### config.mk
export PLATFORM = sky130hd
export DESIGN_NAME = btiger_game
export DESIGN_NICKNAME = d
export VERILOG_FILES = /design/src/verilog/btiger_pkg.sv /design/src/verilog/cen_gen.sv /design/src/verilog/video_timer.sv /design/src/verilog/prom_loader.sv /design/src/verilog/rom_fetch_fsm.sv /design/src/verilog/btiger_game.sv
export SDC_FILE = /design/constraint.sdc
export NUM_CORES = 1
export LEC_CHECK = 0
export ABC_AREA = 1
export BUFFER_PORTS_ARGS = -buffer_cell sky130_fd_sc_hd__buf_2
export CAP_MARGIN = 10
export CORE_MARGIN = 2
export CORE_UTILIZATION = 45
export CTS_CLUSTER_SIZE = 16
export DETAILED_ROUTE_END_ITERATION = 10
export PLACE_DENSITY = 0.73
export SLEW_MARGIN = 15
export SYNTH_ARGS = -nofsm -noshare
export SYNTH_HDL_FRONTEND = slang
export SYNTH_SLANG_ARGS = --single-unit
export TNS_END_PERCENT = 20
### constraint.sdc
create_clock -name clk -period 7.89 [get_ports clk]
set_clock_uncertainty 0.2 [all_clocks]
set_input_delay 0 -clock clk [delete_from_list [all_inputs] [get_ports clk]]
set_output_delay 0 -clock clk [all_outputs]
set_load 0.02 [all_outputs]
### src/verilog/btiger_pkg.sv
// SDRAM is 16-bit word addressed; slot widths and PROM count are fixed here for this board only
package btiger_pkg;

    localparam int SDRAM_AW   = 22; // SDRAM word address
    localparam int CHAR_AW    = 14;
    localparam int OBJ_AW     = 17;
    localparam int SLOT_AW    = (OBJ_AW > CHAR_AW) ? OBJ_AW : CHAR_AW;
    localparam int PROM_COUNT = 5;
    localparam int PROM_SEL_W = 3;
    localparam int PROM_IDX_W = 8;

    // Raster position and the strobes decoded from it
    typedef struct packed {
        logic [8:0] h;
        logic [8:0] v;
        logic       lhbl;   // Low in horizontal blank
        logic       lvbl;   // Low in vertical blank
        logic       hs;
        logic       vs;
        logic       hinit;  // One clock at line start
    } video_timing_t;

    // Programming address, read one of two ways depending on the target
    typedef union packed {
        logic [SDRAM_AW-1:0] sdram;
        struct packed {
            logic [SDRAM_AW-PROM_SEL_W-PROM_IDX_W-1:0] spare;
            logic [PROM_SEL_W-1:0]                     sel;   // Which PROM
            logic [PROM_IDX_W-1:0]                     index; // Entry in that PROM
        } prom;
    } prog_addr_u;

    typedef struct packed {
        prog_addr_u addr;
        logic [7:0] data;
        logic [1:0] mask;   // Active low, one bit per byte lane
        logic       we;     // Held until sdram_ack
    } prog_bus_t;

    // Request from a graphics layer, sized for the wider slot
    typedef struct packed {
        logic               cs;
        logic [SLOT_AW-1:0] addr;
    } slot_req_t;

    typedef struct packed {
        logic        ok;
        logic [15:0] data;
    } slot_rsp_t;

endpackage

### src/verilog/cen_gen.sv
// Expects a 48 MHz clk; enables are single-cycle pulses, first cen6 eight clocks after reset
module cen_gen (
    input  logic clk,
    input  logic reset,
    output logic cen12,
    output logic cen6,
    output logic cen3
);

    logic [3:0] cnt;

    always_ff @(posedge clk) begin
        if (reset) begin
            cnt <= 4'd0;
        end else begin
            cnt <= cnt + 4'd1;
        end
    end

    // Each slower enable lands on a faster one
    assign cen12 = &cnt[1:0];   // 48 / 4
    assign cen6  = &cnt[2:0];   // 48 / 8
    assign cen3  = &cnt;        // 48 / 16

    // Slower enables must nest inside the faster ones
    cen3_nested: assert property (
        @(posedge clk) disable iff (reset)
        cen3 |-> cen6 && cen12
    );

endmodule

### src/verilog/video_timer.sv
// Advances on cen6 only; sync windows wrap modulo the totals, so rasters under 32 pixels keep hs high
module video_timer #(
    parameter int H_TOTAL   = 384,
    parameter int H_VISIBLE = 256,
    parameter int V_TOTAL   = 262,
    parameter int V_VISIBLE = 224
) (
    input  logic                      clk,
    input  logic                      reset,
    input  logic                      cen6,
    output btiger_pkg::video_timing_t timing
);

    localparam int HS_LEN   = 32;
    localparam int VS_LEN   = 4;
    localparam int HS_START = (H_VISIBLE + 16) % H_TOTAL;
    localparam int VS_START = (V_VISIBLE + 8) % V_TOTAL;

    logic       h_wrap;
    logic [8:0] h_next;
    logic [8:0] v_next;
    logic [9:0] h_rel;  // Pixels past the start of horizontal sync
    logic [9:0] v_rel;  // Lines past the start of vertical sync

    always_comb begin
        h_wrap = timing.h == 9'(H_TOTAL - 1);
        h_next = h_wrap ? 9'd0 : timing.h + 9'd1;
        v_next = timing.v;
        if (h_wrap) begin
            v_next = (timing.v == 9'(V_TOTAL - 1)) ? 9'd0 : timing.v + 9'd1;
        end

        // Distance into the sync window, taken around the end of line
        if (h_next >= 9'(HS_START)) begin
            h_rel = {1'b0, h_next} - 10'(HS_START);
        end else begin
            h_rel = {1'b0, h_next} + 10'(H_TOTAL - HS_START);
        end
        if (v_next >= 9'(VS_START)) begin
            v_rel = {1'b0, v_next} - 10'(VS_START);
        end else begin
            v_rel = {1'b0, v_next} + 10'(V_TOTAL - VS_START);
        end
    end

    always_ff @(posedge clk) begin
        if (reset) begin
            timing.h     <= 9'd0;
            timing.v     <= 9'd0;
            timing.lhbl  <= 1'b1;   // Position 0 is visible
            timing.lvbl  <= 1'b1;
            timing.hs    <= 1'b0;
            timing.vs    <= 1'b0;
            timing.hinit <= 1'b0;
        end else begin
            timing.hinit <= 1'b0;
            if (cen6) begin
                timing.h     <= h_next;
                timing.v     <= v_next;
                timing.lhbl  <= h_next < 9'(H_VISIBLE);
                timing.lvbl  <= v_next < 9'(V_VISIBLE);
                timing.hs    <= h_rel < 10'(HS_LEN);
                timing.vs    <= v_rel < 10'(VS_LEN);
                timing.hinit <= h_wrap;     // Same clock as h returns to 0
            end
        end
    end

    h_in_range: assert property (
        @(posedge clk) disable iff (reset)
        timing.h < 9'(H_TOTAL)
    );

    v_in_range: assert property (
        @(posedge clk) disable iff (reset)
        timing.v < 9'(V_TOTAL)
    );

endmodule

### src/verilog/prom_loader.sv
// Byte stream below PROM_START goes to SDRAM; the host must wait for sdram_ack between SDRAM bytes
module prom_loader #(
    parameter logic [21:0] PROM_START = 22'h1C_0000
) (
    input  logic                                 clk,
    input  logic                                 reset,
    input  logic                                 downloading,
    input  logic                                 ioctl_wr,
    input  logic                                 sdram_ack,
    input  logic [21:0]                          ioctl_addr,
    input  logic [7:0]                           ioctl_dout,
    output btiger_pkg::prog_bus_t                prog,
    output logic [btiger_pkg::PROM_COUNT-1:0]    prom_we
);

    import btiger_pkg::*;

    prog_addr_u  addr_q;
    logic [7:0]  data_q;
    logic [1:0]  mask_q;
    logic        we_q;
    logic        wr_in;
    logic        is_prom;
    logic [21:0] prom_off;  // Byte offset inside the PROM area

    assign wr_in    = downloading && ioctl_wr;
    assign is_prom  = ioctl_addr >= PROM_START;
    assign prom_off = ioctl_addr - PROM_START;

    always_ff @(posedge clk) begin
        if (reset) begin
            we_q    <= 1'b0;
            prom_we <= '0;
        end else begin
            prom_we <= '0;
            if (wr_in && !is_prom) begin
                we_q <= 1'b1;
            end else if (sdram_ack) begin
                we_q <= 1'b0;
            end
            if (wr_in && is_prom) begin
                prom_we <= PROM_COUNT'(1) << prom_off[10:8];  // 256 entries per PROM
            end
        end
    end

    always_ff @(posedge clk) begin
        if (wr_in) begin
            data_q <= ioctl_dout;
            if (is_prom) begin
                addr_q.prom.spare <= '0;
                addr_q.prom.sel   <= prom_off[10:8];
                addr_q.prom.index <= prom_off[7:0];
                mask_q            <= 2'b11;     // No lane, SDRAM is idle
            end else begin
                addr_q.sdram <= {1'b0, ioctl_addr[21:1]};
                // Even byte in the low lane
                mask_q       <= ioctl_addr[0] ? 2'b01 : 2'b10;
            end
        end
    end

    assign prog = '{addr: addr_q, data: data_q, mask: mask_q, we: we_q};

    prom_we_onehot: assert property (
        @(posedge clk) disable iff (reset)
        $onehot0(prom_we)
    );

    // Host paces bytes on the SDRAM acknowledge
    no_write_while_pending: assert property (
        @(posedge clk) disable iff (reset)
        wr_in |-> !we_q
    );

endmodule

### src/verilog/rom_fetch_fsm.sv
// Two slots with one cached word each; requesters must hold addr while cs is high and ok is low
module rom_fetch_fsm #(
    parameter logic [btiger_pkg::SDRAM_AW-1:0] CHAR_OFFSET = 22'h02_8000,
    parameter logic [btiger_pkg::SDRAM_AW-1:0] OBJ_OFFSET  = 22'h0A_0000
) (
    input  logic                            clk,
    input  logic                            reset,
    input  logic                            downloading,
    input  logic                            lvbl,
    input  logic                            sdram_ack,
    input  logic                            data_rdy,
    input  btiger_pkg::slot_req_t           char_req,
    input  btiger_pkg::slot_req_t           obj_req,
    input  logic [15:0]                     data_read,
    output btiger_pkg::slot_rsp_t           char_rsp,
    output btiger_pkg::slot_rsp_t           obj_rsp,
    output logic                            sdram_req,
    output logic [btiger_pkg::SDRAM_AW-1:0] sdram_addr
);

    import btiger_pkg::*;

    typedef enum logic [1:0] {
        IDLE,
        WAIT_ACK,
        WAIT_DATA
    } state_t;

    state_t              state;
    logic                sel;        // Slot in flight, 0 char and 1 obj
    logic                prio;       // Preferred slot on a tie
    logic                grant;
    logic [1:0]          req_cs;
    logic [1:0]          hit;
    logic [1:0]          miss;
    logic [1:0]          valid;
    logic [OBJ_AW-1:0]   req_addr   [2];
    logic [OBJ_AW-1:0]   cache_addr [2];
    logic [15:0]         cache_data [2];
    logic [OBJ_AW-1:0]   fetch_addr;
    logic [SDRAM_AW-1:0] fetch_base;

    assign req_cs      = {obj_req.cs, char_req.cs};
    assign req_addr[0] = OBJ_AW'(char_req.addr[CHAR_AW-1:0]);
    assign req_addr[1] = obj_req.addr[OBJ_AW-1:0];

    always_comb begin
        for (int i = 0; i < 2; i++) begin
            hit[i] = req_cs[i] && valid[i] && cache_addr[i] == req_addr[i];
        end
        miss[0] = req_cs[0] && !hit[0] && lvbl;    // Char layer fetches only in active lines
        miss[1] = req_cs[1] && !hit[1];
        grant   = (miss[0] && (!miss[1] || !prio)) ? 1'b0 : 1'b1;
    end

    assign fetch_base = grant ? OBJ_OFFSET : CHAR_OFFSET;

    // Hits answer in the same clock
    assign char_rsp = '{ok: hit[0], data: cache_data[0]};
    assign obj_rsp  = '{ok: hit[1], data: cache_data[1]};

    always_ff @(posedge clk) begin
        if (reset) begin
            state     <= IDLE;
            sdram_req <= 1'b0;
            sel       <= 1'b0;
            prio      <= 1'b0;     // Char wins the first tie
            valid     <= 2'b00;
        end else begin
            case (state)
                IDLE: begin
                    if (!downloading && |miss) begin
                        sel       <= grant;
                        prio      <= !grant;
                        sdram_req <= 1'b1;
                        state     <= WAIT_ACK;
                    end
                end
                WAIT_ACK: begin
                    if (sdram_ack) begin
                        sdram_req <= 1'b0;
                        state     <= WAIT_DATA;
                    end
                end
                WAIT_DATA: begin
                    if (data_rdy) begin
                        valid[sel] <= 1'b1;
                        state      <= IDLE;
                    end
                end
                default: state <= IDLE;
            endcase
            // New ROM contents make both cached words stale
            if (downloading) begin
                valid <= 2'b00;
            end
        end
    end

    always_ff @(posedge clk) begin
        if (state == IDLE) begin
            fetch_addr <= req_addr[grant];
            sdram_addr <= fetch_base + SDRAM_AW'(req_addr[grant]);
        end
        if (state == WAIT_DATA && data_rdy) begin
            cache_data[sel] <= data_read;
            cache_addr[sel] <= fetch_addr;
        end
    end

    sdram_addr_held: assert property (
        @(posedge clk) disable iff (reset)
        sdram_req && !sdram_ack |=> sdram_req && $stable(sdram_addr)
    );

    // SDRAM side may only return data for a read in flight
    rdy_only_when_waiting: assert property (
        @(posedge clk) disable iff (reset)
        data_rdy |-> state == WAIT_DATA
    );

endmodule

### src/verilog/btiger_game.sv
// Memory loading and timing core only; CPUs, renderers and sound sit outside on the slot ports
module btiger_game #(
    parameter int                              H_TOTAL     = 384,
    parameter int                              H_VISIBLE   = 256,
    parameter int                              V_TOTAL     = 262,
    parameter int                              V_VISIBLE   = 224,
    parameter logic [21:0]                     PROM_START  = 22'h1C_0000,
    parameter logic [btiger_pkg::SDRAM_AW-1:0] CHAR_OFFSET = 22'h02_8000,
    parameter logic [btiger_pkg::SDRAM_AW-1:0] OBJ_OFFSET  = 22'h0A_0000
) (
    input  logic                              clk,
    input  logic                              reset,
    // Download
    input  logic                              downloading,
    input  logic                              ioctl_wr,
    input  logic [21:0]                       ioctl_addr,
    input  logic [7:0]                        ioctl_dout,
    // SDRAM
    input  logic                              sdram_ack,
    input  logic                              data_rdy,
    input  logic [15:0]                       data_read,
    // Graphics slots
    input  btiger_pkg::slot_req_t             char_req,
    input  btiger_pkg::slot_req_t             obj_req,
    output logic                              pxl2_cen,   // 12 MHz
    output logic                              pxl_cen,    // 6 MHz
    output btiger_pkg::video_timing_t         timing,
    output logic                              dwnld_busy,
    output btiger_pkg::prog_bus_t             prog,
    output logic [btiger_pkg::PROM_COUNT-1:0] prom_we,
    output logic                              sdram_req,
    output logic [btiger_pkg::SDRAM_AW-1:0]   sdram_addr,
    output btiger_pkg::slot_rsp_t             char_rsp,
    output btiger_pkg::slot_rsp_t             obj_rsp
);

    assign dwnld_busy = downloading;

    cen_gen u_cen (
        .clk    ( clk       ),
        .reset  ( reset     ),
        .cen12  ( pxl2_cen  ),
        .cen6   ( pxl_cen   ),
        .cen3   (           )   // No 3 MHz user in this core
    );

    video_timer #(
        .H_TOTAL    ( H_TOTAL   ),
        .H_VISIBLE  ( H_VISIBLE ),
        .V_TOTAL    ( V_TOTAL   ),
        .V_VISIBLE  ( V_VISIBLE )
    ) u_timer (
        .clk    ( clk       ),
        .reset  ( reset     ),
        .cen6   ( pxl_cen   ),
        .timing ( timing    )
    );

    prom_loader #(
        .PROM_START ( PROM_START )
    ) u_loader (
        .clk         ( clk         ),
        .reset       ( reset       ),
        .downloading ( downloading ),
        .ioctl_wr    ( ioctl_wr    ),
        .sdram_ack   ( sdram_ack   ),
        .ioctl_addr  ( ioctl_addr  ),
        .ioctl_dout  ( ioctl_dout  ),
        .prog        ( prog        ),
        .prom_we     ( prom_we     )
    );

    // Char slot gated by vertical blank inside
    rom_fetch_fsm #(
        .CHAR_OFFSET ( CHAR_OFFSET ),
        .OBJ_OFFSET  ( OBJ_OFFSET  )
    ) u_rom (
        .clk         ( clk         ),
        .reset       ( reset       ),
        .downloading ( downloading ),
        .lvbl        ( timing.lvbl ),
        .sdram_ack   ( sdram_ack   ),
        .data_rdy    ( data_rdy    ),
        .char_req    ( char_req    ),
        .obj_req     ( obj_req     ),
        .data_read   ( data_read   ),
        .char_rsp    ( char_rsp    ),
        .obj_rsp     ( obj_rsp     ),
        .sdram_req   ( sdram_req   ),
        .sdram_addr  ( sdram_addr  )
    );

endmodule

# After elaboration in Yosys (flattened, before gate mapping)
# Memory sizes are Yosys's and may differ from the RTL's.
# Cells that the tools add are included.
dict set report totals {
  ff_bits 111
  ram_bits 66
  in_bits 88
  output_inout_bits 121
  word_cells 114
  n_memories 2
}
dict set report classes {
  n_addsub 9
  order_cmp 10
  eq_ne 9
  n_shift 1
  n_mux 24
  n_bitwise 4
  reduce_logical 34
}
# memory depth word_bits rd rd_ports_with_merged_regs wr line
set memory_table {}
lappend memory_table {u_rom.cache_addr 2 17 2 0 1 rom_fetch_fsm.sv:38} ;# logic [OBJ_AW-1:0] cache_addr [2];
lappend memory_table {u_rom.cache_data 2 16 2 0 1 rom_fetch_fsm.sv:39} ;# logic [15:0] cache_data [2];
# cell count
set op_table {}
lappend op_table {{$mux 17} 3}
lappend op_table {{$mux 9} 3}
lappend op_table {{$add 22x17->22} 1}
lappend op_table {{$ge 22x21->1 const B} 1}
lappend op_table {{$mux 10} 2}
lappend op_table {{$mux 20} 1}
lappend op_table {{$add 9x1->9 const B} 2}
lappend op_table {{$eq 9x9->1 const B} 2}
lappend op_table {{$eq 17x14->1} 1}
lappend op_table {{$eq 17x17->1} 1}
lappend op_table {{$logic_and 1x1->1} 14}
lappend op_table {{$mux 11} 1}
lappend op_table {{$sub 11x1->11 const B} 1}
lappend op_table {{$add 9x5->10 const B} 1}
lappend op_table {{$add 9x7->10 const B} 1}
lappend op_table {{$lt 10x3->1 const B} 1}
lappend op_table {{$lt 10x6->1 const B} 1}
lappend op_table {{$sub 9x8->10 const B} 1}
lappend op_table {{$sub 9x9->10 const B} 1}
lappend op_table {{$ge 9x8->1 const B} 1}
lappend op_table {{$ge 9x9->1 const B} 1}
lappend op_table {{$lt 9x8->1 const B} 1}
lappend op_table {{$lt 9x9->1 const B} 1}
lappend op_table {{$reduce_and 3->1} 3}
lappend op_table {{other kinds (23)} 45}

# Depth between registers and ports, before layout
# Gate-level depths: netlist (run 1).
# An unclocked memory read counts as a cell.
dict set report logic_depth {
  depth_word 14
  depth_mapped 21
  mapped_depth_nobuf 21
}

# Modules after synthesis
# From an unflattened synthesis (run 1), not the netlist that was laid out.
dict set report hier_totals {
  hier_cells 804
  area_unflattened_um2 7559.8
}
# mod n_inst cells_per_inst area_per_inst_um2
set by_module_without_submodules {}
lappend by_module_without_submodules {rom_fetch_fsm 1 373 4106.4}
lappend by_module_without_submodules {video_timer 1 297 1860.5}
lappend by_module_without_submodules {prom_loader 1 114 1425.1}
lappend by_module_without_submodules {cen_gen 1 19 160.2}
lappend by_module_without_submodules {btiger_game 1 1 7.5}

# Worst setup path after synthesis (run 1)
# OpenSTA, ideal clock, no wires.
dict set report synth_timing {
  kind {flip-flop to flip-flop}
  startpoint {register u_rom.state[0]}
  endpoint {memory u_rom.cache_addr[0][0] (enable)}
  setup_time_ns 0.509
  t_arrival_ns 3.670
  slack_ns 3.511
  path_stages_with_launch 2
  path_buffers 0
  period_less_slack_ns 4.379
  path_cell_list {dfxtp_1 > nor4_1}
}
dict set report synth_via {
  elab_chain_len 4
}
# element line
set synth_lines {}
lappend synth_lines {{start: declaration} rom_fetch_fsm.sv:29} ;# state_t state;
lappend synth_lines {{start signal: assignment} rom_fetch_fsm.sv:64} ;# state <= IDLE;
lappend synth_lines {{start signal: assignment} rom_fetch_fsm.sv:76} ;# state <= WAIT_ACK;
lappend synth_lines {{start signal: assignment} rom_fetch_fsm.sv:82} ;# state <= WAIT_DATA;
lappend synth_lines {{$eq 2x2->1} rom_fetch_fsm.sv:105} ;# if (state == WAIT_DATA && data_rdy) begin
lappend synth_lines {{$logic_and 1x1->1} rom_fetch_fsm.sv:105}
lappend synth_lines {{$mux 1} rom_fetch_fsm.sv:105}
lappend synth_lines {{$mux 1 (not written as such)} rom_fetch_fsm.sv:107} ;# cache_addr[sel] <= fetch_addr;
lappend synth_lines {{end: declaration} rom_fetch_fsm.sv:38}
# No other way between the ends.

==> impl_metrics.env, run 1 <==
export IMPL_status="finished clean"
export IMPL_syn_inst=721
export IMPL_final_antenna_net_count=0
export IMPL_final_cell_mix="buf_2 (202), nand2_1 (171), edfxtp_1 (119)"
export IMPL_worstSetupPathType="register to register"
export IMPL_crit_arrival_ns=3.16
export IMPL_synthArstFlopShare=0
export IMPL_root_buffer="clkbuf_16"
export IMPL_wirelength_um=16790
export IMPL_hold_path_startpoint="char_req[17]"
export IMPL_ys_types=35
export IMPL_synth_edf_count=119
export IMPL_rows=45
export IMPL_track_usage=0.2026
export IMPL_fp_dieH_um=128.6
export IMPL_crit_start="u_rom.cache_addr[0][6]"
export IMPL_viasPerCell=4.746
export IMPL_critPathLaunchType="register"
export IMPL_cts_clk_slew_worst_paths_ns=0.06
export IMPL_core_um2=15200
export IMPL_ir_drop_uv=132.6
export IMPL_synth_compound_area_frac=0.06447
export IMPL_yosys_warnings=0
export IMPL_cp_required_ns=7.85
export IMPL_nets=1106
export IMPL_synth_area_um2=6987
export IMPL_synth_top_flop_cell="edfxtp_1"
export IMPL_cap_violations=0
export IMPL_antenna_found_initial=0
export IMPL_vias=5733
export IMPL_synth_top_family_by_area="simple AND/OR/NAND/NOR gates"
export IMPL_finalSetupTns_ns=0
export IMPL_post_cts_setup_buffers=0
export IMPL_htreeDepth=4
export IMPL_fmaxAchievable_ghz=0.3132
export IMPL_worst_r2r_setup_slack_ns=4.70
export IMPL_clock_latency_ns=0.41
export IMPL_period_needed_ns=3.193
export IMPL_finalMaxSlewViolations=0
export IMPL_layout_drive_gt1_share=0.2441
export IMPL_hold_class="primary input to register"
export IMPL_finalSetupViolCount=0
export IMPL_synthAdderAreaFrac=0.01791
export IMPL_antenna_cells=0
export IMPL_syn_area_per_cell_um2=9.690
export IMPL_reg2reg_depth=13
export IMPL_hold_viol_final=0
export IMPL_drcViolationCount=0
export IMPL_cts_resized=0
export IMPL_start_util=0.4596
export IMPL_dp_final_hpwl_um=10940
export IMPL_grt_max_degree=35
export IMPL_die_area_um2=16540
export IMPL_gp_congestion=0.8691
export IMPL_timing_final_crit_share=0.4046
export IMPL_die_w_um=128.6
export IMPL_synthSimpleGateAreaFrac=0.1873
export IMPL_rr_startpoint="u_rom.cache_addr[0][6]"
export IMPL_ys_seq_area_frac=0.6232
export IMPL_first_pass_iters=5
export IMPL_reg2reg_to="u_rom.fetch_addr[11]"
export IMPL_power_leakage_nw=4.332
export IMPL_grt_pass1_vias=5439
export IMPL_area_growth_pct=36.39
export IMPL_cp_max_fo=26
export IMPL_grt_pass1_wl_um=26000
export IMPL_maxSlewHeadroom=0.4527
export IMPL_final_common_cell="buf_2"
export IMPL_clock_sinks=158
export IMPL_synth_mux_area_frac=0
export IMPL_power_density_nw_per_um2=203.7
export IMPL_tightest_slew_ns=0.8190
export IMPL_cp_endpoint="u_rom.fetch_addr[11]"
export IMPL_cp_end_kind="register"
export IMPL_io_buffer_count=202
export IMPL_synth_xor_area_frac=0.01880
export IMPL_ys_ff_latch=158
export IMPL_rsz0062_at_grt="no"
export IMPL_total_power_mw=1.941
export IMPL_io_pins=209
export IMPL_wl_per_cell_um=13.90
export IMPL_clk_path_buf_depth=2
export IMPL_grt_overflow_total=0
export IMPL_cts_buffers=17
export IMPL_cts_tree="built"
export IMPL_drt_initial_drc_count=390
export IMPL_cts_hold_buffers=91
## per-stage QoR
step	worst slack [ns]	utilization	hold slack, ns	cells	cell area (um^2)
global placement	5.171	0.5307	-0.02304	1086	8068
global route	4.423	0.6268	0.08722	1208	9529
detailed placement	5.148	0.5307	-0.02132	1086	8068
CTS	4.749	0.6268	0.02344	1208	9529
finish	4.697	0.6268	0.05229	1208	9529
floorplan	3.511	-	-0.1276	725	7002
## layout make-up
class                           instances  area [um^2]
Fill cell                            1247         5673
Multi-Input combinational cell        431         2047
Sequential cell                       158         4354
Timing Repair Buffer                  298         1959
Clock inverter                         13        121.4
Inverter                              102        382.9
Tap cell                              188        235.2
Clock buffer                           18        429.2
## how the worst min path moves through the flow
stage	end	slack, ns	cells past startpoint
floorplan	u_loader.prom_we[1]	-0.13	1
global placement	u_loader.data_q[6]	-0.02	1
detailed placement	u_loader.data_q[4]	-0.02	1
CTS	u_rom.sdram_req	0.02	10
global route	u_loader.data_q[3]	0.09	2
finish	u_rom.sdram_req	0.05	10
## flip-flops by register name, summed over array words and instances, names as in the netlist, 2 cells and up
signal,flops
u_rom.cache_addr,34
u_rom.cache_data,32
u_timer.timing,23
u_loader.addr_q,21
u_rom.fetch_addr,17
u_loader.data_q,8
u_loader.prom_we,5
u_rom.sdram_addr,5
u_cen.cnt,3
u_loader.mask_q,2
u_rom.state,2
u_rom.valid,2
## logic make-up after synthesis
| group | Yosys count |
|---|---|
| adder cells (fa/ha/maj) | 10 |
| flip-flops | 158 |
| XOR/XNOR | 15 |
| other | 2 |
| buffers and inverters | 136 |
| AO/OA/AOI/OAI | 85 |
| AND/OR/NAND/NOR | 315 |
## layer usage
metal	wire, um	track usage
met1	7228	0.2454
met2	8210	0.3486
met3	1102	0.05322
met4	245	0.07801
met5	0	0
## cells in the mapped netlist, types with 4 or more instances
master    count  area (um^2)
nor3_1       11        55.05
buf_2         4        20.02
buf_4        23        172.7
nand3_1      25        125.1
edfxtp_1    119         3573
inv_1       100        375.4
xor2_1       11        96.34
o21ai_0      52        260.3
a21oi_1      25        125.1
dfxtp_1      39        780.8
nand2_1     171        641.9
nand4_1      10        62.56
xnor2_1       4        35.03
clkbuf_1      4        15.01
nor4_1        4        25.02
nor2_1       79        296.5
ha_1         10        125.1
## power by group
group          leakage, nW  total [mW]  switching [mW]  internal (mW)
Sequential            1.42       0.962          0.0195          0.942
Combinational         2.64       0.206           0.119         0.0869
Clock                0.269       0.773           0.314          0.459
Total                 4.33        1.94           0.453           1.49
## critical path, cell delays in order (launching register included)
cell           delay (ns)
edfxtp_1             0.38
nand2_1              0.08
o21ai_0              0.08
nor2_1               0.16
nand2_1              0.08
nor2_1               0.13
nand2_1              0.10
nand2_1              0.08
inv_1                0.04
nand2_1              0.60
inv_2                0.23
nand2_1              0.12
o21ai_0              0.09
dlygate4sd3_1        0.57
(Power assumes the default switching activity.)
==> inputs of run 2 (changes only) <==
--- a/config.mk
+++ b/config.mk
@@ -12,7 +12,7 @@
 export CORE_UTILIZATION = 45
 export CTS_CLUSTER_SIZE = 16
 export DETAILED_ROUTE_END_ITERATION = 10
-export PLACE_DENSITY = 0.73
+export PLACE_DENSITY = 0.76
 export SLEW_MARGIN = 15
 export SYNTH_ARGS = -nofsm -noshare
 export SYNTH_HDL_FRONTEND = slang
==> constraint.sdc (replaced) <==
create_clock -name clk -period 2.9 [get_ports clk]
set_clock_uncertainty 0.2 [all_clocks]
set_input_delay 0 -clock clk [delete_from_list [all_inputs] [get_ports clk]]
set_output_delay 0 -clock clk [all_outputs]
set_load 0.02 [all_outputs]
==> run 2 against run 1 <==
  * Critical path depth increased by 5
  * Clock power increased to 2.9 times the previous value
  * Setup slack got worse by 4.5 ns
  * Via count increased by 1.8%
  * Sequential power increased to 2.7 times the previous value
  * Fmax increased by 20%
  * Design area increased by 1.4%
  * Non-clock buffer count increased by 7
  * Global-route usage increased by 0.97 points
  * Final cell count increased by 0.66%
  * Flip-flop and latch count unchanged
  * Routed wire length increased by 4.9%
  * Critical path type unchanged
  * Largest power group unchanged
==> impl_metrics.env, run 2 (same netlist as run 1, synthesis figures left out) <==
export IMPL_die_area_um2=16540
export IMPL_hold_class="primary input to register"
export IMPL_crit_start="u_timer.timing[14]"
export IMPL_seq_power_share=0.481
export IMPL_final_cell_mix="buf_2 (202), nand2_1 (170), edfxtp_1 (119)"
export IMPL_final_core_util=0.6356
export IMPL_viasPerCell=4.798
export IMPL_hold_viol_final=0
export IMPL_p_comb_frac=0.104
export IMPL_power_density_nw_per_um2=563.3
export IMPL_worstSetupPathType="register to register"
export IMPL_grt_max_degree=35
export IMPL_sw_frac_of_total=0.2346
export IMPL_final_common_cell="buf_2"
export IMPL_rr_startpoint="u_timer.timing[14]"
export IMPL_multi_input_area_um2=2066
export IMPL_power_leakage_nw=4.374
export IMPL_wl_per_cell_um=14.48
export IMPL_critPathLaunchType="register"
export IMPL_post_cts_setup_buffers=0
export IMPL_clock_latency_ns=0.42
export IMPL_antenna_found_initial=0
export IMPL_htreeDepth=4
export IMPL_fmaxAchievable_ghz=0.3751
export IMPL_crit_arrival_ns=2.83
export IMPL_gp_congestion=0.9000
export IMPL_regArea_um2=4354
export IMPL_maxSlewHeadroom=0.5740
export IMPL_reg2reg_depth=18
export IMPL_wirelength_um=17610
export IMPL_power_internal_mw=4.166
export IMPL_cts_buffers=17
export IMPL_dp_final_hpwl_um=11610
export IMPL_slowest_delay_ns=0.39
export IMPL_clkPwrFrac=0.415
export IMPL_worst_path_most_repeated_cell="nand3_1"
export IMPL_largest_reg_flops=34
export IMPL_drcViolationCount=0
export IMPL_core_um2=15200
export IMPL_layout_drive_gt1_share=0.2471
export IMPL_die_w_um=128.6
export IMPL_top_register="u_rom.cache_addr"
export IMPL_first_pass_iters=5
export IMPL_final_antenna_net_count=0
export IMPL_tightest_slew_ns=0.6383
export IMPL_grt_pass1_vias=5665
export IMPL_cap_violations=0
export IMPL_crit_chain="ha_1, nand2_1, nor2_1, nand3_4, inv_1, nand2_2, nand2_2, inv_1, ha_1, nor2_1, nand3_1, nand2_1, nand3_1, nor2_1, nand3_1, nand3_1, nand2_1, inv_1"
export IMPL_fp_dieH_um=128.6
export IMPL_grt_pass1_wl_um=27100
export IMPL_status="finished clean"
export IMPL_clk_path_buf_depth=2
export IMPL_rows=45
export IMPL_worst_path_max_delay_cell="dfxtp_1"
export IMPL_ir_drop_uv=392.0
export IMPL_start_util=0.4596
export IMPL_io_pins=209
export IMPL_p_switching_mw=1.277
export IMPL_track_usage=0.2124
export IMPL_cts_clk_slew_worst_paths_ns=0.06
export IMPL_timing_final_crit_share=0.9193
export IMPL_finalSetupViolCount=0
export IMPL_cp_required_ns=3.06
export IMPL_vias=5834
export IMPL_nets=1113
export IMPL_root_buffer="clkbuf_16"
export IMPL_cp_max_fo=13
export IMPL_drt_initial_drc_count=389
export IMPL_min_path_cells=10
export IMPL_cp_end_kind="register"
export IMPL_grt_overflow_total=0
export IMPL_period_needed_ns=2.666
export IMPL_antenna_cells=0
export IMPL_finalMaxSlewViolations=0
export IMPL_reg_top3="u_rom.cache_addr (34), u_rom.cache_data (32), u_timer.timing (23)"
export IMPL_io_buffer_count=202
export IMPL_area_growth_pct=38.31
export IMPL_hold_path_startpoint="char_req[17]"
export IMPL_clock_sinks=158
export IMPL_fillers=1196
export IMPL_cts_tree="built"
export IMPL_hold_slack_ns=0.02340
-- run 2: worst paths after layout --
kind                                           to  slack [ns]
worst max register to register  u_timer.timing[1]        0.23
worst min register to register       u_cen.cnt[0]        0.24
worst min-delay path              u_rom.sdram_req        0.02
worst max-delay path            u_timer.timing[1]        0.23
-- run 2: timing repair --
action,4_1_cts,5_1_grt
endpoints found under the hold margin,107,0
resized for setup,0,2
endpoints found under the setup margin,0,7
hold buffers,96,0
-- run 2: power by group through the flow --
stage	combinational, mW	sequential (mW)	clock, mW
floorplan	0.240	2.71	0
global placement	0.448	2.66	0
detailed placement	0.456	2.66	0
CTS	0.563	2.62	2.30
global route	0.619	2.63	2.40
finish	0.567	2.62	2.26
-- run 2: final cells by class --
| cell class | count | share of cell area |
|---|---|---|
| well taps | 188 | 0.02434 |
| clock buffers | 20 | 0.04519 |
| clock inverters | 12 | 0.01696 |
| flip-flops and latches | 158 | 0.4506 |
| repair buffers | 305 | 0.2095 |
| multi-input cells | 431 | 0.2138 |
| inverters | 102 | 0.03962 |
-- run 2: per-stage QoR --
stage	setup TNS, ns	cell area [um^2]	instances	setup slack, ns	power, mW
floorplan	0	7017	725	0.4974	2.951
global route	-0.01024	9663	1216	-0.01024	5.645
CTS	0	9653	1216	0.1206	5.477
finish	0	9663	1216	0.2340	5.443
global placement	0	8092	1088	0.2970	3.107
detailed placement	0	8092	1088	0.2007	3.120
-- run 2: worst max-delay path, delay by kind of cell (launching register included) --
kind | cells | cell delay, ns
simple gates | 13 | 1.34
flops | 1 | 0.39
fa+ha+maj | 2 | 0.39
buf+inv | 3 | 0.32
-- run 2: metal layers --
| metal | wire length (um) | GRT usage | share of wire |
|---|---|---|---|
| met1 | 7015 | 0.2418 | 0.40 |
| met2 | 9039 | 0.3864 | 0.51 |
| met3 | 1258 | 0.05655 | 0.071 |
| met4 | 294 | 0.07353 | 0.017 |
| met5 | 0 | 0 | 0 |
